==> config.mk <==
export PLATFORM = sky130hd
export DESIGN_NAME = fill_counter
export DESIGN_NICKNAME = d
export VERILOG_FILES = /design/src/design/icache_pkg.sv /design/src/design/fill_counter.sv
export SDC_FILE = /design/constraint.sdc
export NUM_CORES = 1
export LEC_CHECK = 0
export BUFFER_PORTS_ARGS = -buffer_cell sky130_fd_sc_hd__clkbuf_2
export CAP_MARGIN = 10
export CORE_MARGIN = 10
export CORE_UTILIZATION = 40
export CTS_CLUSTER_SIZE = 14
export DETAILED_ROUTE_END_ITERATION = 8
export GPL_TIMING_DRIVEN = 0
export PLACE_DENSITY = 0.62
export SETUP_SLACK_MARGIN = 0.05
export SLEW_MARGIN = 20
export SYNTH_ARGS = -nofsm -noshare
export SYNTH_HDL_FRONTEND = slang
export SYNTH_SLANG_ARGS = --single-unit
export TNS_END_PERCENT = 1
==> constraint.sdc <==
create_clock -name clk -period 3.7 [get_ports clk]
set_input_delay 0.74 -clock clk [delete_from_list [all_inputs] [get_ports clk]]
set_output_delay 0.74 -clock clk [all_outputs]
set_load 0.02 [all_outputs]
==> src/design/icache_pkg.sv <==
package icache_pkg;

    // Address and array geometry
    localparam int ADDR_W   = 32;
    localparam int TAG_W    = 23;
    localparam int INDEX_W  = 5;
    localparam int NUM_SETS = 32;

    // Line and bus widths
    localparam int LINE_W     = 128;
    localparam int BUS_W      = 32;
    localparam int FILL_BEATS = LINE_W / BUS_W;
    localparam int BEAT_W     = $clog2(FILL_BEATS);

    // One tag array entry, all zero means invalid
    typedef struct packed {
        logic             valid;
        logic [TAG_W-1:0] tag;
    } tag_entry_t;

    typedef logic [LINE_W-1:0] line_t;

    // Request state held from acceptance to response
    typedef struct packed {
        logic [ADDR_W-1:0]  base;
        logic [INDEX_W-1:0] index;
        logic [TAG_W-1:0]   tag;
        logic               uncacheable;
    } fill_req_t;

    typedef enum logic [2:0] {
        IDLE,
        LOOKUP,
        WAIT_BUS,
        FILL,
        RESPOND
    } ic_state_t;

endpackage
==> src/design/fill_counter.sv <==
`timescale 1ns/1ps

module fill_counter
    import icache_pkg::*;
(
    input  logic              clk,
    input  logic              rst,
    input  logic              start,
    input  logic              beat_valid,
    input  logic [ADDR_W-1:0] base_addr,
    output logic [BEAT_W-1:0] beat,
    output logic              last_beat,
    output logic [ADDR_W-1:0] beat_addr
);

    localparam int BEAT_BYTES = BUS_W / 8;

    // Beat count
    always_ff @(posedge clk) begin
        if (rst) begin
            beat <= '0;
        end else if (start) begin
            beat <= '0;
        end else if (beat_valid) begin
            beat <= beat + 1'b1;
        end
    end

    // Address of the beat being read
    always_ff @(posedge clk) begin
        if (start) begin
            beat_addr <= base_addr;
        end else if (beat_valid) begin
            beat_addr <= beat_addr + ADDR_W'(BEAT_BYTES);
        end
    end

    assign last_beat = (beat == BEAT_W'(FILL_BEATS - 1));

endmodule

==> impl_metrics.yaml <==
outcome:
  outcome: "finished clean"
routing:
  drt_iter0_markers: 74
  vias: 1915
  wl_per_cell_um: 16.35
  antenna_left: 0
  viasPerCell: 5.394
  dr.pass1.iters: 4
  drc: 0
  totalWireLength_mm: 5.803
min_path:
  whs_path_depth: 2
  hp-start: "beat[0]"
  hold_end: "beat[0]"
  min-delay-path-class: "register to register"
floorplanning:
  coreArea_mm2: 0.005042
  start_util: 0.4089
  die_w_um: 91.80
  io_pins: 71
  die_h_um: 91.80
  die_area_mm2: 0.008426
  row_count: 26
clock_network:
  cts_tree: "built"
  holdBufCountCts: 0
  insertion_delay_ns: 0.29
  clock_sinks: 34
  postCtsSetupBuffers: 0
  cts_resized: 0
  ctsLongestPathBuffers: 2
  cts_buffers: 5
  cts.clk_slew.worst_paths_ns: 0.07
  cts-root-buf: "clkbuf_8"
  htreeDepth: 2
layout:
  n_antenna_cell: 0
  layout.cells.non_filler: 355
  syn2layout_area_growth_pct: 26.58
  nNetsFinal: 322
  drive_gt1_frac: 0.3263
  n_fill_cell: 494
critical_path:
  critical_path_class: "input port to register"
  critPathTopFamily: "buffers and inverters"
  reg2reg_depth: 7
  cpPeakStageDelay_ns: 0.69
  worst_path_most_repeated_cell: "clkbuf_1"
  crit_arrival_ns: 2.39
  critPathCaptureType: "register"
  crit_fanout: 30
  reg2reg_slack_ns: 1.68
  critPathLaunchType: "input port"
  crit_path_top_delay_cell: "or2_2"
  worst-path-buf-inv: 3
  cp_cell_sequence: "clkbuf_2 -> clkbuf_1 -> clkbuf_1 -> or2_2"
  cp.required_ns: 3.62
  r2r-start: "beat_addr[7]"
  r2r-end: "beat_addr[31]"
timing:
  final.period_utilization: 0.6681
  final.setup_skew_ns: 0.007647
  drv_slew: 0
  fmax_mhz: 404.5
  rsz0062_at_grt: "false"
  hold_viol_final: 0
  relSlewSlack: 0.5110
  setup_tns_ns: 0
  min_period_ns: 2.472
  setup_viol: 0
  worstMarginPinSlew_ns: 0.7334
pwr:
  p_leak_nw: 1.041
  ir_drop_mv: 0.2110
  power_density_mw_per_mm2: 402.6
  total_power_w: 0.001051
global_routing:
  antenna_found_initial: 0
  grt_pass1_vias: 1851
  grt_pass1_wl_mm: 9.273
  overflow: 0
  grt_usage: 0.1361
  grt_max_degree: 31
logic_synthesis:
  synth_fp_nets: 245
  synth_edf_count: 32
  ys.flop_type: "edfxtp_1"
  yosys-top-cells-count: "edfxtp_1, nand2_1, o21ai_0"
  netlist_instances: 207
  synth_warnings: 0
  synthTopCellsByArea: "edfxtp_1, nand2_1, o21ai_0, a31oi_1, or4_1"
  synth.most_common_cell: "edfxtp_1"
  synth_largest_area_cell: "edfxtp_1"
  ys_seq_area_frac: 0.4854
  syn_area_mm2: 0.002062
  ys_seq_elements: 34
  synth-async-reset-ratio: 0
  synth_top_cell_area_share: 0.4660
  synth.distinct_cells: 40
  syn_avg_cell_area_um2: 9.961
place:
  dp_cells: 347
  hpwl_mm: 4.401
  port_buffers: 70
  gp_congestion: 0.7724
run:
  cap_violations: 0
==> state kept, by name, summed over array words and instances (netlist names) <==
name	flops
beat	2
beat_addr	32
==> cell families after synthesis <==
| logic type | Yosys count | synth area share |
|---|---|---|
| and+or+nand+nor | 97 | 0.2664 |
| AOI/OAI and AO/OA | 43 | 0.1335 |
| DFF | 34 | 0.4854 |
| buffers and inverters | 17 | 0.04004 |
| xor gates and xnor gates | 11 | 0.04672 |
| muxes | 3 | 0.01578 |
| adders and majority gates | 2 | 0.01213 |
==> where the power goes <==
group / switching (W) / total [W] / internal [W] / leakage (nW)
registers: 0.0000431 / 0.000513 / 0.000470 / 0.340
logic: 0.000130 / 0.000211 / 0.0000810 / 0.643
clock network: 0.000139 / 0.000327 / 0.000188 / 0.0575
total: 0.000312 / 0.00105 / 0.000739 / 1.04
==> layout by cell type, fill, tap and decap left out, types with 2 or more instances in the layout <==
| cell type | n |
|---|---|
| xnor2_1 | 4 |
| clkbuf_1 | 7 |
| nand2_1 | 26 |
| nand4_1 | 10 |
| and4_1 | 3 |
| buf_4 | 2 |
| o31ai_1 | 7 |
| buf_2 | 2 |
| clkbuf_2 | 71 |
| nor3_1 | 4 |
| dfxtp_1 | 2 |
| a31oi_1 | 12 |
| nor2b_1 | 2 |
| or3_1 | 5 |
| nand3_1 | 9 |
| xor2_1 | 7 |
| ha_1 | 2 |
| inv_1 | 3 |
| a211o_1 | 2 |
| edfxtp_1 | 32 |
| o21ai_0 | 16 |
| and2_1 | 5 |
| and3_1 | 4 |
| nor2_1 | 12 |
| clkbuf_8 | 8 |
| or4_1 | 10 |
| mux2_2 | 2 |
| o211ai_1 | 3 |
==> per-stage QoR <==
step           hold WS [ns]    util  setup WS (ns)  area (um^2)
2_1_floorplan        0.5999       -          1.608         2062
3_3_place_gp         0.5368  0.4958         0.8256         2500
3_5_place_dp         0.5565  0.4958         0.8598         2500
4_1_cts              0.5687  0.5176          1.182         2610
5_1_grt              0.6014  0.5176          1.024         2610
6_report             0.5633  0.5176          1.228         2610
==> worst max path at each step <==
stage / start / slack [ns] / to / depth (start not counted)
6_report: start / 1.23 / beat_addr[20] / 4
5_1_grt: start / 1.02 / beat_addr[20] / 4
4_1_cts: start / 1.18 / beat_addr[22] / 4
3_5_place_dp: start / 0.86 / beat_addr[21] / 4
3_3_place_gp: start / 0.83 / beat_addr[18] / 4
2_1_floorplan: start / 1.61 / beat_addr[10] / 3
==> area by class of cell <==
class	count	area (um^2)	share of cell area
repair buffers	70	350.3	0.1342
multi-input cells	156	978.4	0.3749
inverters	3	11.26	0.004314
plain buffers	14	71.32	0.02733
clock buffers	8	110.1	0.04219
flip-flops and latches	34	1001	0.3835
well taps	70	87.58	0.03356
==> worst min-delay path: stages, from the launching register on <==
cell	delay [ns]
dfxtp_1	0.34
xnor2_1	0.13
nor3_1	0.05
==> per-layer routing <==
layer  track usage  share of wire
met2        0.2115           0.45
met3       0.05949          0.084
met4       0.04499          0.016
met5             0              0
met1        0.1655           0.45
Power figures use the tool's default switching activity.
