### src/design/icache_pkg.sv
package icache_pkg;

    // Address and array geometry
    localparam int ADDR_W   = 32;
    localparam int TAG_W    = 23;
    localparam int INDEX_W  = 5;
    localparam int NUM_SETS = 32;

    // Line and bus widths
    localparam int LINE_W     = 128;
    localparam int BUS_W      = 32;
    localparam int FILL_BEATS = LINE_W / BUS_W;
    localparam int BEAT_W     = $clog2(FILL_BEATS);

    // One tag array entry, all zero means invalid
    typedef struct packed {
        logic             valid;
        logic [TAG_W-1:0] tag;
    } tag_entry_t;

    typedef logic [LINE_W-1:0] line_t;

    // Request state held from acceptance to response
    typedef struct packed {
        logic [ADDR_W-1:0]  base;
        logic [INDEX_W-1:0] index;
        logic [TAG_W-1:0]   tag;
        logic               uncacheable;
    } fill_req_t;

    typedef enum logic [2:0] {
        IDLE,
        LOOKUP,
        WAIT_BUS,
        FILL,
        RESPOND
    } ic_state_t;

endpackage
### src/design/icache_controller.sv
`timescale 1ns/1ps

module icache_controller
    import icache_pkg::*;
(
    input  logic clk,
    input  logic rst,
    input  logic req_valid,
    input  logic tlb_hit,
    input  logic uncacheable,
    input  logic tag_match,
    input  logic dp_ready,
    input  logic grant_in,
    input  logic bus_busy_in,
    input  logic beat_valid,
    input  logic last_beat,
    output logic req_ready,
    output logic capture,
    output logic dp_valid,
    output logic line_sel,
    output logic fill_start,
    output logic array_wr,
    output logic mem_req,
    output logic mem_en,
    output logic bus_busy_out,
    output logic grant_out
);

    ic_state_t state;
    ic_state_t state_nxt;
    logic      hit;
    logic      fill_done;
    logic      hold_bus;

    assign hit       = tag_match && !uncacheable;
    assign fill_done = beat_valid && last_beat;

    // Fetch side handshake
    assign req_ready = (state == IDLE) && tlb_hit;
    assign capture   = req_valid && req_ready;
    assign dp_valid  = (state == RESPOND);

    // Bus levels while the token is held
    assign hold_bus     = (state == FILL);
    assign mem_req      = hold_bus;
    assign mem_en       = hold_bus;
    assign bus_busy_out = hold_bus;

    // Token passes on unless we want it or hold it
    assign grant_out = grant_in && (state != WAIT_BUS) && !hold_bus;

    assign fill_start = (state == LOOKUP) && !hit;
    assign array_wr   = (state == FILL) && fill_done && !uncacheable;

    always_comb begin
        state_nxt = state;
        case (state)
            IDLE: begin
                if (capture) begin
                    state_nxt = LOOKUP;
                end
            end
            LOOKUP: begin
                if (hit) begin
                    state_nxt = RESPOND;
                end else begin
                    state_nxt = WAIT_BUS;
                end
            end
            WAIT_BUS: begin
                // Take the token once nobody else is on the bus
                if (grant_in && !bus_busy_in) begin
                    state_nxt = FILL;
                end
            end
            FILL: begin
                if (fill_done) begin
                    state_nxt = RESPOND;
                end
            end
            RESPOND: begin
                if (dp_ready) begin
                    state_nxt = IDLE;
                end
            end
            default: state_nxt = IDLE;
        endcase
    end

    always_ff @(posedge clk) begin
        if (rst) begin
            state    <= IDLE;
            line_sel <= 1'b0;
        end else begin
            state <= state_nxt;
            // 0 selects the data array, 1 the accumulator
            if (state == LOOKUP && hit) begin
                line_sel <= 1'b0;
            end else if (state == FILL && fill_done) begin
                line_sel <= 1'b1;
            end
        end
    end

endmodule

### config.mk
export PLATFORM = sky130hd
export DESIGN_NAME = icache_controller
export DESIGN_NICKNAME = d
export VERILOG_FILES = /design/src/design/icache_pkg.sv /design/src/design/icache_controller.sv
export SDC_FILE = /design/constraint.sdc
export NUM_CORES = 1
export LEC_CHECK = 0
export ABC_AREA = 1
export BUFFER_PORTS_ARGS = -buffer_cell sky130_fd_sc_hd__buf_2
export CORE_AREA = 2 2 39 41
export DETAILED_ROUTE_END_ITERATION = 6
export DIE_AREA = 0 0 41 43
export GPL_ROUTABILITY_DRIVEN = 0
export GPL_TIMING_DRIVEN = 0
export HOLD_SLACK_MARGIN = 0.05
export PLACE_DENSITY = 0.51
export SETUP_SLACK_MARGIN = 0.05
export SLEW_MARGIN = 20
export SYNTH_ARGS = -nofsm -noshare
export SYNTH_HDL_FRONTEND = slang
export SYNTH_SLANG_ARGS = --single-unit
### constraint.sdc
create_clock -name clk -period 1.3 [get_ports clk]
set_input_delay 0.065 -clock clk [delete_from_list [all_inputs] [get_ports clk]]
set_output_delay 0.065 -clock clk [all_outputs]
set_load 0.005 [all_outputs]
==> summary.txt <==
Clock root cell: clkbuf_4
Outcome: complete, no violations
Starting Density: 21.5%
Crit path DAT: 1.14 ns
Clock transition at the registers of the reported paths: 0.03 ns
First-pass GRT wire length: 1080 um
CP Class: register to primary output
Post-synth top area share: 26.9%
Final Setup Violations: 0
Final #Nets: 86
Reg2Reg Depth: 6
Die Ht: 43 um
Core Util, Final: 34.0%
Area leader, netlist: dfxtp_1
Hold_ws: 0.143 ns
Total number of vias: 390
Core area: 1380 sq um
Final Hold Violating Endpoints: 0
# clock sinks: 4
CTS Buf Count: 3
Final Slew Violations: 0
Post-Syn Area: 298 sq um
VDD IR max: 0.000347 V
Syn_area_per_cell: 6.20 sq um
Hold path start: dp_ready
Fin crit share: 92.8%
Final HPWL DP: 601 um
Setup crit end kind: primary output
CP max FO: 6
Vias in the first global route: 321
Seq cells post-synth: 4
Setup crit start kind: register
Worst Skew: 0.00166 ns
Part of the Yosys area used for sequential elements: 26.9%
H-tree levels: 1
Router iterations before antenna repair: 3
RSZ-0062 raised after global routing: yes
IO buf count: 20
Via/cell ratio: 4.38
Hold Crit Endpoint: state[2]$_SDFFE_PP0P_
Share of cells above drive strength 1: 46.6%
Req. time, crit path: 1.24 ns
Flop-to-flop setup slack: 0.17 ns
Total Wirelength: 752 um
# DRC: 0
Row count: 14
Gr usage total: 9.04%
Final TNS setup: 0 ns
Initial drt markers: 6
Final WS setup: 0.0936 ns
TritonCTS clock tree: done
LEAKAGE: 0.000255 uW
GRT overflow: 0
Worst-Skew Late Latency: 0.23 ns
Hold Crit Depth: 4
Syn nets: 59
Max-capacitance violation count: 0
Yosys warning count: 0
Rel. slew slack: 83.2%
Power density cells: 973 nW/um^2
Library cells used by synthesis: 17
Initial antenna violation count: 0
Post-route ant nets: 0
Hold WC Path Type: input port to register
Die footprint: 1760 sq um
Placed cell areas: 418 sq um
Diodes inserted: 0
Ranking of synthesized cells by area: dfxtp_1 (27%), inv_1 (8.8%), a21oi_1 (8.4%)
Final min period: 1.21 ns
Syn-to-layout area delta: 58.0%
FF-to-FF End: state[1]$_SDFFE_PP0P_
Final Cell Area: 470 sq um
Mapped Cells: 48
Maximum number of pins on one net before global-route repair: 8
R2R Path Start: state[2]$_SDFFE_PP0P_
Max Fclk: 0.829 GHz
Slew at the pin with the worst max-slew slack: 0.250 ns
Drt wl/cell: 8.45 um
CTS Buffer Depth: 2
Num ports: 21
DP Worst Slack: 0.135 ns
Die W: 41 um
## worst max-delay path by stage
stage / start / slack (ns) / to
finish: state[0]$_SDFFE_PP0P_ / 0.09 / mem_en
global route: state[0]$_SDFFE_PP0P_ / 0.03 / mem_req
CTS: state[0]$_SDFFE_PP0P_ / 0.06 / array_wr
detailed placement: state[0]$_SDFFE_PP0P_ / 0.14 / state[1]$_SDFFE_PP0P_
global placement: state[0]$_SDFFE_PP0P_ / 0.11 / state[2]$_SDFFE_PP0P_
floorplan: state[0]$_SDFFE_PP0P_ / 0.24 / state[1]$_SDFFE_PP0P_
## sequential cells by signal (all words and copies together), names as in the netlist
register  cells
line_sel      1
state         3
## routing by layer
| metal | track usage [%] | routed length (um) |
|---|---|---|
| met5 | 0 | 0 |
| met4 | 8.00 | 21 |
| met1 | 9.97 | 324 |
| met3 | 1.57 | 55 |
| met2 | 13.8 | 351 |
## through the flow
step	cells	power, uW
2_1_floorplan	48	247
3_3_place_gp	84	302
3_5_place_dp	84	301
4_1_cts	88	467
5_1_grt	89	492
6_report	89	458
## cell type report
| type | count | area [sq um] |
|---|---|---|
| Tap cell | 16 | 20.0 |
| Multi-Input combinational cell | 34 | 178 |
| Buffer | 2 | 15.0 |
| Fill cell | 166 | 913 |
| Sequential cell | 4 | 87.6 |
| Timing Repair Buffer | 22 | 118 |
| Inverter | 8 | 30.0 |
| Clock buffer | 3 | 22.5 |
## worst max-delay path, stage by stage (launching register included)
cell and delay (ns):
dfxtp_4 0.37, nand2_2 0.07, nor2_4 0.16, buf_4 0.14, buf_4 0.09, buf_2 0.09
## cell usage in the layout, fill, tap and decap left out, types with 2 or more instances in the layout
master,n
clkbuf_4,3
a21oi_1,5
nor3_1,2
dfxtp_4,2
buf_4,3
dfxtp_1,2
nor2_1,6
inv_1,7
nand3_1,5
nor2_2,2
nand2_1,6
buf_2,20
## where the power goes
part	switching, uW	internal [uW]
registers	20.7	140
logic	77.7	69.2
clock network	47.2	103
total	146	312
## kinds of logic after synthesis
family	share of synthesized area [%]
AOI/OAI and AO/OA	14.7
buffers and inverters	15.1
DFF	26.9
and+or+nand+nor	43.3
## synthesized netlist by cell type
cell	n
o211ai_1	1
nor3b_1	1
nor3_1	3
nor2_1	6
nor2_2	2
inv_2	1
o21ai_0	1
a31oi_1	1
buf_4	2
nand3_1	5
nor2_4	1
dfxtp_1	4
nand2_2	1
a21oi_1	5
nand2_1	6
nand4_1	1
inv_1	7
## what timing repair did
item | 4_1_cts | 5_1_grt
hold endpoints to repair | 4 | 0
endpoints found under the setup margin | 1 | 1
setup buffers | 0 | 1
hold buffers | 1 | 0
gates resized for setup | 2 | 3
pin swaps | 0 | 1
(Power assumes the default switching activity.)
