<file path="src/design/icache_pkg.sv">
package icache_pkg;

    // Address and array geometry
    localparam int ADDR_W   = 32;
    localparam int TAG_W    = 23;
    localparam int INDEX_W  = 5;
    localparam int NUM_SETS = 32;

    // Line and bus widths
    localparam int LINE_W     = 128;
    localparam int BUS_W      = 32;
    localparam int FILL_BEATS = LINE_W / BUS_W;
    localparam int BEAT_W     = $clog2(FILL_BEATS);

    // One tag array entry, all zero means invalid
    typedef struct packed {
        logic             valid;
        logic [TAG_W-1:0] tag;
    } tag_entry_t;

    typedef logic [LINE_W-1:0] line_t;

    // Request state held from acceptance to response
    typedef struct packed {
        logic [ADDR_W-1:0]  base;
        logic [INDEX_W-1:0] index;
        logic [TAG_W-1:0]   tag;
        logic               uncacheable;
    } fill_req_t;

    typedef enum logic [2:0] {
        IDLE,
        LOOKUP,
        WAIT_BUS,
        FILL,
        RESPOND
    } ic_state_t;

endpackage
</file>
<file path="src/design/line_accumulator.sv">
`timescale 1ns/1ps

module line_accumulator
    import icache_pkg::*;
(
    input  logic              clk,
    input  logic              rst,
    input  logic              beat_valid,
    input  logic [BEAT_W-1:0] beat,
    input  logic [BUS_W-1:0]  beat_data,
    output line_t             line
);

    logic [FILL_BEATS-1:0] we;
    logic [BUS_W-1:0]      word_q [FILL_BEATS];

    // Beat number to slot enable
    always_comb begin
        we = '0;
        if (beat_valid) begin
            we[beat] = 1'b1;
        end
    end

    always_ff @(posedge clk) begin
        if (rst) begin
            for (int i = 0; i < FILL_BEATS; i++) begin
                word_q[i] <= '0;
            end
        end else begin
            for (int i = 0; i < FILL_BEATS; i++) begin
                if (we[i]) begin
                    word_q[i] <= beat_data;
                end
            end
        end
    end

    // Last word bypasses its register on the final beat
    always_comb begin
        for (int i = 0; i < FILL_BEATS - 1; i++) begin
            line[i*BUS_W +: BUS_W] = word_q[i];
        end
        line[LINE_W-1 -: BUS_W] = we[FILL_BEATS-1] ? beat_data : word_q[FILL_BEATS-1];
    end

endmodule

</file>
<file path="config.mk">
export PLATFORM = sky130hd
export DESIGN_NAME = line_accumulator
export DESIGN_NICKNAME = d
export VERILOG_FILES = /design/src/design/icache_pkg.sv /design/src/design/line_accumulator.sv
export SDC_FILE = /design/constraint.sdc
export NUM_CORES = 1
export LEC_CHECK = 0
export BUFFER_PORTS_ARGS = -buffer_cell sky130_fd_sc_hd__buf_4
export CELL_PAD_IN_SITES_DETAIL_PLACEMENT = 1
export CELL_PAD_IN_SITES_GLOBAL_PLACEMENT = 2
export CORE_MARGIN = 8
export CORE_UTILIZATION = 36
export DETAILED_ROUTE_END_ITERATION = 12
export GPL_TIMING_DRIVEN = 1
export PLACE_DENSITY = 0.91
export SYNTH_ARGS = -nofsm -noshare
export SYNTH_HDL_FRONTEND = slang
export SYNTH_SLANG_ARGS = --single-unit
</file>
<file path="constraint.sdc">
create_clock -name clk -period 5.65 [get_ports clk]
set_clock_uncertainty 0.05 [all_clocks]
set_input_delay 0.2825 -clock clk [delete_from_list [all_inputs] [get_ports clk]]
set_output_delay 0.2825 -clock clk [all_outputs]
set_load 0.01 [all_outputs]
</file>
==> flow_summary.rst <==
.. list-table::
   :header-rows: 1

   * - Metric
     - Value
   * - Result of the run
     - completed
   * - Proportion of layout cells with a drive suffix above 1
     - 0.4400
   * - Post-layout instance count excluding filler cells
     - 709
   * - Synthesized instance count
     - 355
   * - Worst EP required
     - 5.32 ns
   * - Final critical-path share of the clock period
     - 0.4120
   * - Final-stage net count
     - 550
   * - Clock transition time at the flip-flop clock pins of the worst setup and hold paths
     - 0.05 ns
   * - Commonest non-fill, non-tap cell in the layout
     - sky130_fd_sc_hd__buf_4
   * - Number of clock buffers inserted by TritonCTS
     - 17
   * - Initial DRC count
     - 210
   * - Layout-stage area growth over the synthesis result
     - 37.50%
   * - DRT antenna net count
     - 0
   * - Overall track demand over capacity in global routing
     - 0.1601
   * - Number of antenna diodes
     - 0
   * - Number of distinct library cells after synthesis
     - 15
   * - Most flop-heavy register
     - word_q
   * - Wire length of the first global-routing pass
     - 22,270 um
   * - Number of top-level pins
     - 165
   * - Number of synthesized flops with an enable pin
     - 128
   * - Cell count after placement
     - 678
   * - CP startpoint kind
     - primary input
   * - Standard cell core area
     - 0.01437 sq mm
   * - First-pass DRT Iterations
     - 4
   * - Overall power
     - 2.566 mW
   * - Final RePlAce weighted congestion
     - 0.7601
   * - Multi-input logic area
     - 0.001300 sq mm
   * - Synthesis-stage register bit count
     - 128
   * - H-tree Lvls
     - 4
   * - Number of flip-flops in the largest register
     - 128
   * - Detail Placement HPWL
     - 10,020 um
   * - Final setup vio count
     - 0
   * - Endpoint class of the critical path
     - primary output
   * - Die X-Extent
     - 136.7 um
   * - Portion of the post-synthesis area used by sequential elements
     - 0.7328
   * - Post-synthesis instance area
     - 0.005245 sq mm
   * - Quantity of I/O buffers inserted on ports
     - 164
   * - Vert. Die Dim
     - 136.7 um
   * - Maxcap violations
     - 0
   * - Row Count
     - 44
   * - Worst Hold Class
     - in2reg
   * - Number of buffers inserted for hold repair after clock tree synthesis
     - 0
   * - YS warnings
     - 0
   * - Final Hold Vio Count
     - 0
   * - Detailed Route WL
     - 14,930 um
   * - Worst path arrival time
     - 2.00 ns
   * - Effective utilization at floorplan
     - 0.3650
   * - Nets in the synthesized netlist
     - 392
   * - Most used cells in the layout excluding fill and tap cells
     - 164 x sky130_fd_sc_hd__buf_4, 128 x sky130_fd_sc_hd__nor2_1, 128 x sky130_fd_sc_hd__edfxtp_1
   * - Clock tree from TritonCTS
     - yes
   * - Root buffer cell
     - sky130_fd_sc_hd__clkbuf_16
   * - Power density over the cells
     - 355.8 mW/mm^2
   * - Post-Route Hold Slack
     - 0.2758 ns
   * - Total negative slack for setup checks
     - 0 ns
   * - Buffer depth of the longest clock path
     - 2
   * - Setup Crit Path Kind
     - in2out
   * - Post-cts sizing count
     - 0
   * - Flip-flop cell with the highest count after synthesis
     - sky130_fd_sc_hd__edfxtp_1
   * - Routed length per placed instance
     - 21.06 um
   * - Number of global-route vias before repair
     - 3,857
   * - Per-cell via count in the routed design
     - 4.873
   * - Largest registers ranked by flip-flop count
     - word_q: 128 flops
   * - Avg Synthesized Cell Area
     - 14.77 sq um
   * - Worst rel slew slack
     - 0.2119
   * - Total clock sinks
     - 128
   * - Number of pins with negative max-slew slack in the final report
     - 0
   * - Leakage power figure
     - 2.889 nW
   * - Maximum fanout encountered on the critical timing path
     - 34
   * - Unrepaired setup endpoints after global routing
     - no
   * - Worst VDD drop
     - 0.1927 mV
   * - Die Area
     - 0.01869 sq mm
   * - Slew at the pin closest to its max-slew limit
     - 1.179 ns
   * - Area occupied by registers
     - 0.003844 sq mm
   * - Post-CTS setup-driven buffer insertion count
     - 0
   * - Maximum number of pins on one net before global-route repair
     - 37
   * - Congestion Overflow GR
     - 0
   * - Fmax
     - 0.4296 GHz
   * - Remaining DRCs
     - 0
   * - Antenna violations before repair
     - 0
   * - Clock period minus worst slack
     - 2.328 ns
   * - Number of fill cells
     - 1,448
   * - Proportion of synthesized flip-flops having asynchronous set or reset
     - 0
   * - Total vias in the final route
     - 3,455
==> layout make-up <==
class	instances	share of cell area
Sequential cell	128	0.5330
Multi-Input combinational cell	201	0.1803
Timing Repair Buffer	164	0.1707
Clock buffer	21	0.06107
Tap cell	184	0.03192
Clock inverter	10	0.02255
Inverter	1	0.0005205
==> routing by layer <==
metal	global-route usage	routed length, um	vias to the layer above
met5	0	0	-
li1	-	-	1574
met4	0.04942	138	0
met2	0.2762	7675	134
met3	0.06021	1266	12
met1	0.1797	5853	1735
==> Yosys cell counts, types with 3 or more instances <==
master,number,share of area
sky130_fd_sc_hd__buf_2,15,0.014
sky130_fd_sc_hd__buf_6,3,0.0064
sky130_fd_sc_hd__clkbuf_1,6,0.0043
sky130_fd_sc_hd__edfxtp_1,128,0.73
sky130_fd_sc_hd__mux2_2,3,0.0064
sky130_fd_sc_hd__mux2_4,29,0.083
sky130_fd_sc_hd__nand2b_1,3,0.0036
sky130_fd_sc_hd__nand3b_1,32,0.046
sky130_fd_sc_hd__nor2_1,128,0.092
sky130_fd_sc_hd__o21bai_1,3,0.0043
==> report_power, final <==
part           total, mW  switching [mW]  internal [mW]  leakage [nW]
clock               1.12           0.387          0.735         0.287
combinational      0.299           0.157          0.142          1.34
sequential          1.14          0.0246           1.12          1.26
==> path summary, 6_finish.rpt <==
check | startpoint | endpoint | cells after the start
worst max-delay path | beat_valid | line[107] | 4
worst min-delay path | beat_data[5] | word_q[3][5] | 3
==> worst max-delay path, stage by stage <==
cell,delay [ns]
sky130_fd_sc_hd__buf_4,0.36
sky130_fd_sc_hd__nand3_4,0.62
sky130_fd_sc_hd__mux2_4,0.53
sky130_fd_sc_hd__buf_4,0.15
==> cells by family (layout without fill, tap and decap cells) <==
group | Yosys count | count (layout) | share of synthesized area
muxes | 32 | 32 | 0.08946
AOI/OAI and AO/OA | 3 | 3 | 0.004294
DFF | 128 | 128 | 0.7328
and+or+nand+nor | 166 | 166 | 0.1462
buffers and inverters | 26 | 196 | 0.02719
==> through the flow <==
step	area [sq um]	util	worst slack, ns
3_3_place_gp	6609	0.4599	3.156
6_report	7212	0.5019	3.322
4_1_cts	7212	0.5019	3.341
2_1_floorplan	5245	-	2.968
3_5_place_dp	6609	0.4599	2.945
5_1_grt	7212	0.5019	3.284
Note: power is estimated with default switching activity, not from simulation.
