==> src/design/icache_pkg.sv <==
package icache_pkg;

    // Address and array geometry
    localparam int ADDR_W   = 32;
    localparam int TAG_W    = 23;
    localparam int INDEX_W  = 5;
    localparam int NUM_SETS = 32;

    // Line and bus widths
    localparam int LINE_W     = 128;
    localparam int BUS_W      = 32;
    localparam int FILL_BEATS = LINE_W / BUS_W;
    localparam int BEAT_W     = $clog2(FILL_BEATS);

    // One tag array entry, all zero means invalid
    typedef struct packed {
        logic             valid;
        logic [TAG_W-1:0] tag;
    } tag_entry_t;

    typedef logic [LINE_W-1:0] line_t;

    // Request state held from acceptance to response
    typedef struct packed {
        logic [ADDR_W-1:0]  base;
        logic [INDEX_W-1:0] index;
        logic [TAG_W-1:0]   tag;
        logic               uncacheable;
    } fill_req_t;

    typedef enum logic [2:0] {
        IDLE,
        LOOKUP,
        WAIT_BUS,
        FILL,
        RESPOND
    } ic_state_t;

endpackage
==> src/design/cache_array.sv <==
`timescale 1ns/1ps

module cache_array
    import icache_pkg::*;
#(
    parameter type entry_t = logic [7:0],
    parameter int  DEPTH   = 32
) (
    input  logic               clk,
    input  logic               rst,
    input  logic [INDEX_W-1:0] rd_index,
    input  logic               wr_en,
    input  logic [INDEX_W-1:0] wr_index,
    input  entry_t             wr_data,
    output entry_t             rd_data
);

    entry_t mem [DEPTH];

    // Reset zeroes every entry
    always_ff @(posedge clk) begin
        if (rst) begin
            for (int i = 0; i < DEPTH; i++) begin
                mem[i] <= '0;
            end
        end else if (wr_en) begin
            mem[wr_index] <= wr_data;
        end
    end

    // Registered read, one cycle latency
    always_ff @(posedge clk) begin
        rd_data <= mem[rd_index];
    end

endmodule

==> config.mk <==
export PLATFORM = sky130hd
export DESIGN_NAME = cache_array
export DESIGN_NICKNAME = d
export VERILOG_FILES = /design/src/design/icache_pkg.sv /design/src/design/cache_array.sv
export SDC_FILE = /design/constraint.sdc
export NUM_CORES = 1
export LEC_CHECK = 0
export BUFFER_PORTS_ARGS = -buffer_cell sky130_fd_sc_hd__buf_2
export CAP_MARGIN = 30
export CORE_ASPECT_RATIO = 0.9
export CORE_MARGIN = 2
export CORE_UTILIZATION = 35
export DETAILED_ROUTE_END_ITERATION = 7
export PLACE_DENSITY = 0.56
export SLEW_MARGIN = 10
export SYNTH_ARGS = -nofsm -noshare
export SYNTH_HDL_FRONTEND = slang
export SYNTH_SLANG_ARGS = --single-unit
export TNS_END_PERCENT = 50
==> constraint.sdc <==
create_clock -name clk -period 7 [get_ports clk]
set_input_delay 1.4 -clock clk [delete_from_list [all_inputs] [get_ports clk]]
set_output_delay 1.4 -clock clk [all_outputs]
set_load 0.02 [all_outputs]
==> results of run 1 <==
[metrics by stage]
step	power, mW	std cells
6_report	3.67	1231
5_1_grt	3.78	1231
3_3_place_gp	2.16	1177
2_1_floorplan	2.05	733
4_1_cts	3.70	1231
3_5_place_dp	2.16	1177
[placed cells by master, fill, tap and decap left out]
cell type    n
and2_1     256
buf_2       27
buf_4        4
bufinv_16    4
clkbuf_1     8
clkbuf_16   29
clkbuf_8     1
clkinv_1     3
clkinv_2     7
dfxtp_1      8
edfxtp_1   256
inv_6        2
mux2_2       8
mux4_2      80
nand3_1      1
nand3b_1     3
nand4b_1     1
nand4bb_1    2
nor2_1      32
or2_2       32
or3_1        1
or3b_2       3
or4b_2       1
[logic make-up (layout without fill, tap and decap cells)]
family	after synthesis	count (layout)	share of synthesized area
simple gates	332	332	0.169
flops	264	264	0.655
mux	88	88	0.158
buf+inv	49	85	0.0180
[where the power goes]
| group | switching, mW | internal (mW) |
|---|---|---|
| clock | 0.623 | 0.920 |
| sequential | 0.0405 | 1.82 |
| combinational | 0.153 | 0.112 |
[cell type report]
cell class / count / area [µm²] / area share
Clock buffer: 38 / 769 / 0.0572
Tap cell: 462 / 578 / 0.0429
Clock inverter: 16 / 184 / 0.0137
Timing Repair Buffer: 31 / 165 / 0.0123
Multi-Input combinational cell: 420 / 3920 / 0.291
Sequential cell: 264 / 7850 / 0.583
[per-layer routing]
metal | global-route usage | vias up | share of wire
met5 | 0 | - | 0
met4 | 0.0373 | 0 | 0.021
met3 | 0.0385 | 35 | 0.075
met2 | 0.236 | 212 | 0.43
met1 | 0.273 | 3163 | 0.48
li1 | - | 2734 | -
[flip-flops by register name (all words and copies together) (netlist names)]
name     flops
mem        256
rd_data      8
[cells in the mapped netlist]
library cell and instances:
or3_1 1, dfxtp_1 8, mux2_2 8, nand4b_1 1, buf_1 6, nand3b_1 3
or3b_2 3, nor2_1 32, buf_2 1, edfxtp_1 256, nand4bb_1 2, clkbuf_1 35
and2_1 256, buf_6 1, or4b_2 1, buf_4 6, mux4_2 80, or2_2 32
nand3_1 1
[worst paths after layout]
check	cells past startpoint	endpoint	slack, ps	from
setup / recovery	5	rd_data[5]$_DFF_P_	3380	rd_index[1]
hold / removal	3	rd_data[3]$_DFF_P_	900	mem[31][3]$_SDFFCE_PN0P_
setup reg to reg	3	rd_data[7]$_DFF_P_	5180	mem[0][7]$_SDFFCE_PN0P_
hold reg to reg	3	rd_data[3]$_DFF_P_	900	mem[31][3]$_SDFFCE_PN0P_
[worst reg2reg max path, cell delays in order (launching register included)]
cell and delay, ps:
edfxtp_1 450, mux4_2 480, mux4_2 510, mux2_2 280
==> impl_metrics.sql, run 1 <==
INSERT INTO impl_metrics (metric_group, metric, value, unit) VALUES
('timing', 'fin_tns_setup', '0', 'ps'),
('run', 'maxCapViolCount', '0', ''),
('clock_network', 'cts_resized', '0', ''),
('timing', 'finalWorstSetupSlack', '3380', 'ps'),
('grt', 'grt_start_max_net_pins', '47', ''),
('place', 'post_dp_cell_area', '0.0125', 'mm²'),
('clock_network', 'clock_sinks', '264', ''),
('route', 'drt_first_iter_violations', '552', ''),
('yosys', 'netlist_instances', '733', ''),
('run_status', 'outcome', 'finished, final reports clean', ''),
('timing', 'timing.fmax', '277', 'MHz'),
('route', 'detail_route.wl_per_cell', '24.0', 'µm'),
('route', 'route.vias.total', '6144', ''),
('finish', 'layout-drive-gt1-share', '0.257', ''),
('setup_path', 'required', '7450', 'ps'),
('setup_path', 'ordered_cell_list_for_the_critical_path', 'buf_4, buf_4, mux4_2, mux4_2, mux2_2', ''),
('setup_path', 'endpoint_kind', 'flop', ''),
('yosys', 'synth.lib_cells_used.distinct', '19', ''),
('clock_network', 'numCtsBuffers', '29', ''),
('setup_path', 'critPathSlowestCell', 'buf_4', ''),
('power_and_ir_drop', 'power.static_leakage', '4.57', 'nW'),
('place', 'place.detailed.hpwl', '18.7', 'mm'),
('yosys', 'yosys-top-cells-area', 'edfxtp_1 64%, mux4_2 15%, and2_1 13%', ''),
('route', 'drc', '0', ''),
('setup_path', 'worst-path-buf-inv', '2', ''),
('route', 'drt_wl_total', '29.6', 'mm'),
('power_and_ir_drop', 'power-per-cell-area', '273', 'mW/mm²'),
('finish', 'area.growth.synth_to_final', '12.4', '%'),
('setup_path', 'max_stage_delay', '680', 'ps'),
('grt', 'grt_pass1_vias', '6191', ''),
('setup_path', 'startpoint_type', 'input pin', ''),
('grt', 'grt_first_pass_wirelength', '44.0', 'mm'),
('hold_path', 'worstHoldPathType', 'flop to flop', ''),
('setup_path', 'arrival_time_worst_endpoint', '4060', 'ps'),
('clock_network', 'cts_setup_buffers', '0', ''),
('place', 'post-place-ws', '2760', 'ps'),
('finish', 'post-route-cell-area', '0.0135', 'mm²'),
('clock_network', 'ctsHoldBuffers', '0', ''),
('floorplan', 'floorplan.io_pins', '29', ''),
('floorplan', 'die_area', '0.0357', 'mm²'),
('clock_network', 'root_buffer', 'clkbuf_16', ''),
('route', 'dr.pass1.iters', '7', ''),
('floorplan', 'row_count', '64', ''),
('yosys', 'synth_top_area_cell', 'edfxtp_1', ''),
('yosys', 'synth-seq-cells', '264', ''),
('finish', 'fin_util', '0.397', ''),
('timing', 'layout_min_cycle_time', '3620', 'ps'),
('yosys', 'postSynthAreaPerCell', '16.3', 'µm²'),
('route', 'detail_route.vias_per_cell', '4.99', ''),
('place', 'place.port_buffers', '28', ''),
('setup_path', 'crit_family', 'multiplexers', ''),
('finish', 'layout.filler_cells', '3077', ''),
('setup_path', 'worst-setup-path-type', 'input pin to flop', ''),
('timing', 'hold_violations', '0', ''),
('clock_network', 'clk_transition_reported_paths', '60', 'ps'),
('yosys', 'synthesis.area', '0.0120', 'mm²'),
('floorplan', 'die_x', '199', 'µm'),
('grt', 'antenna_found_initial', '0', ''),
('floorplan', 'die_height', '180', 'µm'),
('grt', 'grt_remaining_overflow', '0', ''),
('timing', 'maxSlewViolCount', '0', ''),
('yosys', 'synth_top_area_frac', '0.642', ''),
('setup_path', 'critical_path_peak_fanout', '36', ''),
('grt', 'groute.usage.overall', '0.171', ''),
('yosys', 'synth_seq_area_share', '0.655', ''),
('clock_network', 'tritoncts', 'done', ''),
('clock_network', 'htree_num_levels', '1', ''),
('timing', 'actual_transition_at_the_worst_max_transition_pin', '802', 'ps'),
('timing', 'rsz_0062_raised_after_global_routing', 'no', ''),
('clock_network', 'clock_path_buffers', '3', ''),
('timing', 'hold-worst-slack', '902', 'ps'),
('timing', 'setup_viol_count_final', '0', ''),
('route', 'antenna_left', '0', ''),
('finish', 'nNetsFinal', '767', ''),
('clock_network', 'clk_latency', '560', 'ps'),
('floorplan', 'core_area', '0.0339', 'mm²'),
('timing', 'post-route-period-util', '0.517', ''),
('timing', 'max-slew-margin-rel', '0.465', ''),
('timing', 'fin_skew', '31.3', 'ps'),
('place', 'place_congestion', '0.802', ''),
('floorplan', 'initial_core_util', '0.354', ''),
('yosys', 'synth-warning-count', '0', ''),
('power_and_ir_drop', 'max-vdd-ir-drop', '0.151', 'mV'),
('yosys', 'synth_fp_nets', '754', ''),
('finish', 'antenna_cells_inserted', '0', '');
No activity file was read; power rests on OpenSTA's default activity.
==> run 2: changes to the inputs <==
==> constraint.sdc (replaced) <==
create_clock -name clk -period 3.4 [get_ports clk]
set_input_delay 0.68 -clock clk [delete_from_list [all_inputs] [get_ports clk]]
set_output_delay 0.68 -clock clk [all_outputs]
set_load 0.02 [all_outputs]
==> impl_metrics.sql, run 2 (synthesis gave the netlist of run 1 again) <==
INSERT INTO impl_metrics (metric_group, metric, value, unit) VALUES
('grt', 'antenna_found_initial', '3', ''),
('floorplan', 'core_area', '0.0339', 'mm²'),
('finish', 'largestRegisters', 'mem x256, rd_data x8', ''),
('finish', 'finish.cell_count_without_fillers', '1262', ''),
('clock_network', 'htree_num_levels', '1', ''),
('clock_network', 'clock_path_buffers', '3', ''),
('setup_path', 'endpoint_kind', 'flop', ''),
('clock_network', 'cts_resized', '0', ''),
('grt', 'grt_remaining_overflow', '0', ''),
('timing', 'rsz_0062_raised_after_global_routing', 'no', ''),
('finish', 'flip_flop_count_of_the_largest_register_after_layout', '256', ''),
('route', 'detail_route.wl_per_cell', '23.2', 'µm'),
('finish', 'nNetsFinal', '799', ''),
('setup_path', 'setup.reg_to_reg.worst_slack', '1570', 'ps'),
('route', 'antenna_left', '0', ''),
('route', 'detail_route.vias_per_cell', '4.92', ''),
('setup_path', 'arrival_time_worst_endpoint', '2600', 'ps'),
('setup_path', 'critPathSlowestCell', 'or4b_2', ''),
('finish', 'max_flop_register', 'mem', ''),
('route', 'route.vias.total', '6214', ''),
('clock_network', 'numCtsBuffers', '29', ''),
('finish', 'layout_common_cells', '256 x and2_1, 256 x edfxtp_1, 80 x mux4_2', ''),
('grt', 'grt_first_pass_wirelength', '43.6', 'mm'),
('place', 'place.port_buffers', '28', ''),
('setup_path', 'ordered_cell_list_for_the_critical_path', 'buf_2, or4b_2, nor2_1, or2_2', ''),
('finish', 'layout-drive-gt1-share', '0.283', ''),
('setup_path', 'critical_path_peak_fanout', '36', ''),
('timing', 'fin_skew', '8.87', 'ps'),
('route', 'drt_first_iter_violations', '706', ''),
('route', 'dr.pass1.iters', '5', ''),
('clock_network', 'clk_transition_reported_paths', '60', 'ps'),
('timing', 'actual_transition_at_the_worst_max_transition_pin', '707', 'ps'),
('timing', 'setup_viol_count_final', '0', ''),
('place', 'place.detailed.instances', '1209', ''),
('timing', 'hold_violations', '0', ''),
('power_and_ir_drop', 'power.static_leakage', '4.71', 'nW'),
('run', 'maxCapViolCount', '0', ''),
('clock_network', 'cts_setup_buffers', '0', ''),
('floorplan', 'initial_core_util', '0.354', ''),
('place', 'place_congestion', '0.772', ''),
('setup_path', 'required', '3630', 'ps'),
('timing', 'max-slew-margin-rel', '0.529', ''),
('clock_network', 'ctsHoldBuffers', '0', ''),
('floorplan', 'floorplan.io_pins', '29', ''),
('grt', 'grt_pass1_vias', '6276', ''),
('timing', 'post-route-period-util', '0.696', ''),
('timing', 'hold-worst-slack', '634', 'ps'),
('power_and_ir_drop', 'power-per-cell-area', '535', 'mW/mm²'),
('timing', 'maxSlewViolCount', '0', ''),
('setup_path', 'worst-setup-path-type', 'input pin to flop', ''),
('floorplan', 'die_area', '0.0357', 'mm²'),
('grt', 'groute.usage.overall', '0.168', ''),
('finish', 'fin_util', '0.403', ''),
('clock_network', 'clock_sinks', '264', ''),
('clock_network', 'clk_latency', '540', 'ps'),
('floorplan', 'row_count', '64', ''),
('setup_path', 'max_stage_delay', '850', 'ps'),
('clock_network', 'root_buffer', 'clkbuf_16', ''),
('place', 'place.detailed.hpwl', '19.0', 'mm'),
('route', 'drc', '0', ''),
('floorplan', 'die_x', '199', 'µm'),
('timing', 'layout_min_cycle_time', '2370', 'ps'),
('clock_network', 'tritoncts', 'done', ''),
('grt', 'grt_start_max_net_pins', '46', ''),
('timing', 'timing.fmax', '422', 'MHz'),
('run_status', 'outcome', 'finished, final reports clean', ''),
('timing', 'fin_tns_setup', '0', 'ps'),
('finish', 'area.growth.synth_to_final', '14.0', '%'),
('setup_path', 'startpoint_type', 'input pin', ''),
('floorplan', 'die_height', '180', 'µm'),
('power_and_ir_drop', 'max-vdd-ir-drop', '0.341', 'mV'),
('route', 'drt_wl_total', '29.2', 'mm'),
('hold_path', 'worstHoldPathType', 'input pin to flop', '');
## run 2: worst max-delay path, delay by kind of cell
kind | cells | cell delay, ps
AND/OR/NAND/NOR | 3 | 1590
buffers and inverters | 1 | 310
## run 2: through the flow
step	power, mW	area, µm²	setup WS, ps
2_1_floorplan	4.21	12000	875
3_3_place_gp	4.47	12800	510
3_5_place_dp	4.47	12800	460
4_1_cts	7.35	13700	1030
5_1_grt	7.53	13700	864
6_report	7.30	13700	1030
## run 2: final timing paths
kind                                   end                startpoint  cells after the start
setup / recovery  mem[20][7]$_SDFFCE_PN0P_                       rst                      4
hold / removal          rd_data[3]$_DFF_P_               rd_index[3]                      2
setup reg to reg        rd_data[5]$_DFF_P_   mem[6][5]$_SDFFCE_PN0P_                      3
hold reg to reg         rd_data[3]$_DFF_P_  mem[19][3]$_SDFFCE_PN0P_                      3
## run 2: final cells by class
class | instances | area [µm²]
Fill cell | 3077 | 20200
Sequential cell | 264 | 7850
Multi-Input combinational cell | 420 | 3920
Clock buffer | 35 | 748
Tap cell | 462 | 578
Timing Repair Buffer | 63 | 455
Clock inverter | 17 | 113
Antenna cell | 1 | 2.50
## run 2: power by group
group	switching [mW]	internal (mW)	leakage (nW)
combinational	0.333	0.242	1.79
sequential	0.0764	3.75	2.50
clock	1.27	1.63	0.419
## run 2: routing by layer
layer / track usage / wire [µm]
met5: 0 / 0
met4: 0.0373 / 650
met3: 0.0345 / 1890
met2: 0.234 / 12400
met1: 0.267 / 14300
==> run 3: changes to the inputs <==
--- a/config.mk
+++ b/config.mk
@@ -11,7 +11,7 @@
 export CORE_MARGIN = 2
 export CORE_UTILIZATION = 35
 export DETAILED_ROUTE_END_ITERATION = 7
-export PLACE_DENSITY = 0.56
+export PLACE_DENSITY = 0.57
 export SLEW_MARGIN = 10
 export SYNTH_ARGS = -nofsm -noshare
 export SYNTH_HDL_FRONTEND = slang
==> constraint.sdc (replaced) <==
create_clock -name clk -period 2.1 [get_ports clk]
set_input_delay 0.42 -clock clk [delete_from_list [all_inputs] [get_ports clk]]
set_output_delay 0.42 -clock clk [all_outputs]
set_load 0.02 [all_outputs]
==> impl_metrics.sql, run 3 (synthesis gave the netlist of run 1 again) <==
INSERT INTO impl_metrics (metric_group, metric, value, unit) VALUES
('run_status', 'outcome', 'finished, final reports clean', ''),
('route', 'detail_route.wl_per_cell', '23.1', 'µm'),
('clock_network', 'numCtsBuffers', '28', ''),
('finish', 'area.growth.synth_to_final', '16.5', '%'),
('timing', 'hold-worst-slack', '353', 'ps'),
('power_and_ir_drop', 'power-per-cell-area', '883', 'mW/mm²'),
('clock_network', 'ctsHoldBuffers', '0', ''),
('timing', 'setup_viol_count_final', '0', ''),
('finish', 'layout-drive-gt1-share', '0.299', ''),
('timing', 'timing.fmax', '540', 'MHz'),
('setup_path', 'critical_path_peak_fanout', '1', ''),
('floorplan', 'initial_core_util', '0.354', ''),
('grt', 'grt_first_pass_wirelength', '43.8', 'mm'),
('finish', 'max_flop_register', 'mem', ''),
('route', 'antenna_left', '0', ''),
('grt', 'grt_start_max_net_pins', '36', ''),
('floorplan', 'row_count', '64', ''),
('finish', 'layout_common_cells', '256 x and2_1, 256 x edfxtp_1, 80 x mux4_2', ''),
('timing', 'layout_min_cycle_time', '1850', 'ps'),
('timing', 'actual_transition_at_the_worst_max_transition_pin', '755', 'ps'),
('finish', 'flip_flop_count_of_the_largest_register_after_layout', '256', ''),
('timing', 'maxSlewViolCount', '0', ''),
('route', 'route.vias.total', '6330', ''),
('run', 'maxCapViolCount', '0', ''),
('timing', 'finalWorstSetupSlack', '248', 'ps'),
('clock_network', 'clk_latency', '550', 'ps'),
('power_and_ir_drop', 'max-vdd-ir-drop', '0.566', 'mV'),
('power_and_ir_drop', 'power.static_leakage', '4.86', 'nW'),
('clock_network', 'tritoncts', 'done', ''),
('setup_path', 'required', '2530', 'ps'),
('power_and_ir_drop', 'share_seq_of_total_power', '0.503', ''),
('timing', 'max-slew-margin-rel', '0.497', ''),
('place', 'place.detailed.instances', '1225', ''),
('route', 'drt_first_iter_violations', '659', ''),
('clock_network', 'clock_sinks', '264', ''),
('power_and_ir_drop', 'share_of_total_power_in_combinational_logic', '0.077', ''),
('place', 'post-place-ws', '-302', 'ps'),
('grt', 'grt_pass1_vias', '6456', ''),
('place', 'place.detailed.hpwl', '19.2', 'mm'),
('grt', 'groute.usage.overall', '0.169', ''),
('grt', 'grt_remaining_overflow', '0', ''),
('route', 'drc', '0', ''),
('timing', 'hold_violations', '0', ''),
('clock_network', 'cts_setup_buffers', '0', ''),
('clock_network', 'cts_resized', '0', ''),
('hold_path', 'worstHoldPathType', 'input pin to flop', ''),
('clock_network', 'htree_num_levels', '1', ''),
('power_and_ir_drop', 'internal_power', '9.63', 'mW'),
('route', 'dr.pass1.iters', '5', ''),
('route', 'detail_route.vias_per_cell', '4.96', ''),
('timing', 'rsz_0062_raised_after_global_routing', 'no', ''),
('grt', 'antenna_found_initial', '0', ''),
('clock_network', 'clock_path_buffers', '3', ''),
('power_and_ir_drop', 'power.share.clock', '0.421', ''),
('route', 'drt_wl_total', '29.5', 'mm'),
('finish', 'nNetsFinal', '814', ''),
('place', 'place.port_buffers', '28', ''),
('floorplan', 'core_area', '0.0339', 'mm²'),
('floorplan', 'floorplan.io_pins', '29', ''),
('power_and_ir_drop', 'net_sw_frac', '0.218', ''),
('finish', 'finish.cell_count_without_fillers', '1277', ''),
('floorplan', 'die_area', '0.0357', 'mm²'),
('finish', 'fin_util', '0.412', ''),
('setup_path', 'endpoint_kind', 'flop', ''),
('floorplan', 'die_x', '199', 'µm'),
('setup_path', 'arrival_time_worst_endpoint', '2280', 'ps'),
('timing', 'fin_skew', '12.5', 'ps'),
('setup_path', 'worst-setup-path-type', 'flop to flop', ''),
('place', 'place_congestion', '0.772', ''),
('power_and_ir_drop', 'power.switching', '2.69', 'mW'),
('clock_network', 'root_buffer', 'clkbuf_16', ''),
('finish', 'largestRegisters', 'mem x256, rd_data x8', ''),
('setup_path', 'startpoint_type', 'flop', ''),
('clock_network', 'clk_transition_reported_paths', '60', 'ps'),
('floorplan', 'die_height', '180', 'µm'),
('timing', 'post-route-period-util', '0.882', '');
## run 3: routing by layer
layer / GRT usage / routed length (µm) / vias to the layer above
li1: - / - / 2827
met1: 0.262 / 13600 / 3245
met2: 0.249 / 13200 / 218
met3: 0.0276 / 2250 / 40
met4: 0.0373 / 504 / 0
met5: 0 / 0 / -
## run 3: worst max-delay path, cell delays in order (launching register included)
cell	delay, ps
edfxtp_1	430
mux4_2	500
mux4_2	520
mux2_2	280
## run 3: worst paths after layout
check / depth (start not counted) / startpoint / slack, ps / to
min: 2 / rd_index[3] / 350 / rd_data[0]$_DFF_P_
max: 3 / mem[8][6]$_SDFFCE_PN0P_ / 250 / rd_data[6]$_DFF_P_
max reg2reg: 3 / mem[8][6]$_SDFFCE_PN0P_ / 250 / rd_data[6]$_DFF_P_
min reg2reg: 3 / mem[22][5]$_SDFFCE_PN0P_ / 910 / rd_data[5]$_DFF_P_
## run 3: cell type report
type	count	area (µm²)
repair buffers	79	651
flip-flops and latches	264	7850
clock inverters	15	204
fillers	2998	19900
well taps	462	578
multi-input cells	420	3920
clock buffers	36	752
diodes	1	2.50
## run 3: stage by stage
stage | cell area [µm²] | setup TNS (ps) | power, mW
2_1_floorplan | 12000 | 0 | 6.82
3_3_place_gp | 13000 | -4040 | 7.25
3_5_place_dp | 13000 | -4450 | 7.26
4_1_cts | 13900 | 0 | 12.4
5_1_grt | 13900 | 0 | 12.6
6_report | 13900 | 0 | 12.3
## run 3: power groups by stage
stage | sequential, mW | combinational [mW] | clock (mW)
2_1_floorplan | 6.26 | 0.566 | 0
3_3_place_gp | 6.30 | 0.948 | 0
3_5_place_dp | 6.30 | 0.959 | 0
4_1_cts | 6.19 | 0.960 | 5.24
5_1_grt | 6.22 | 1.00 | 5.42
6_report | 6.19 | 0.943 | 5.18
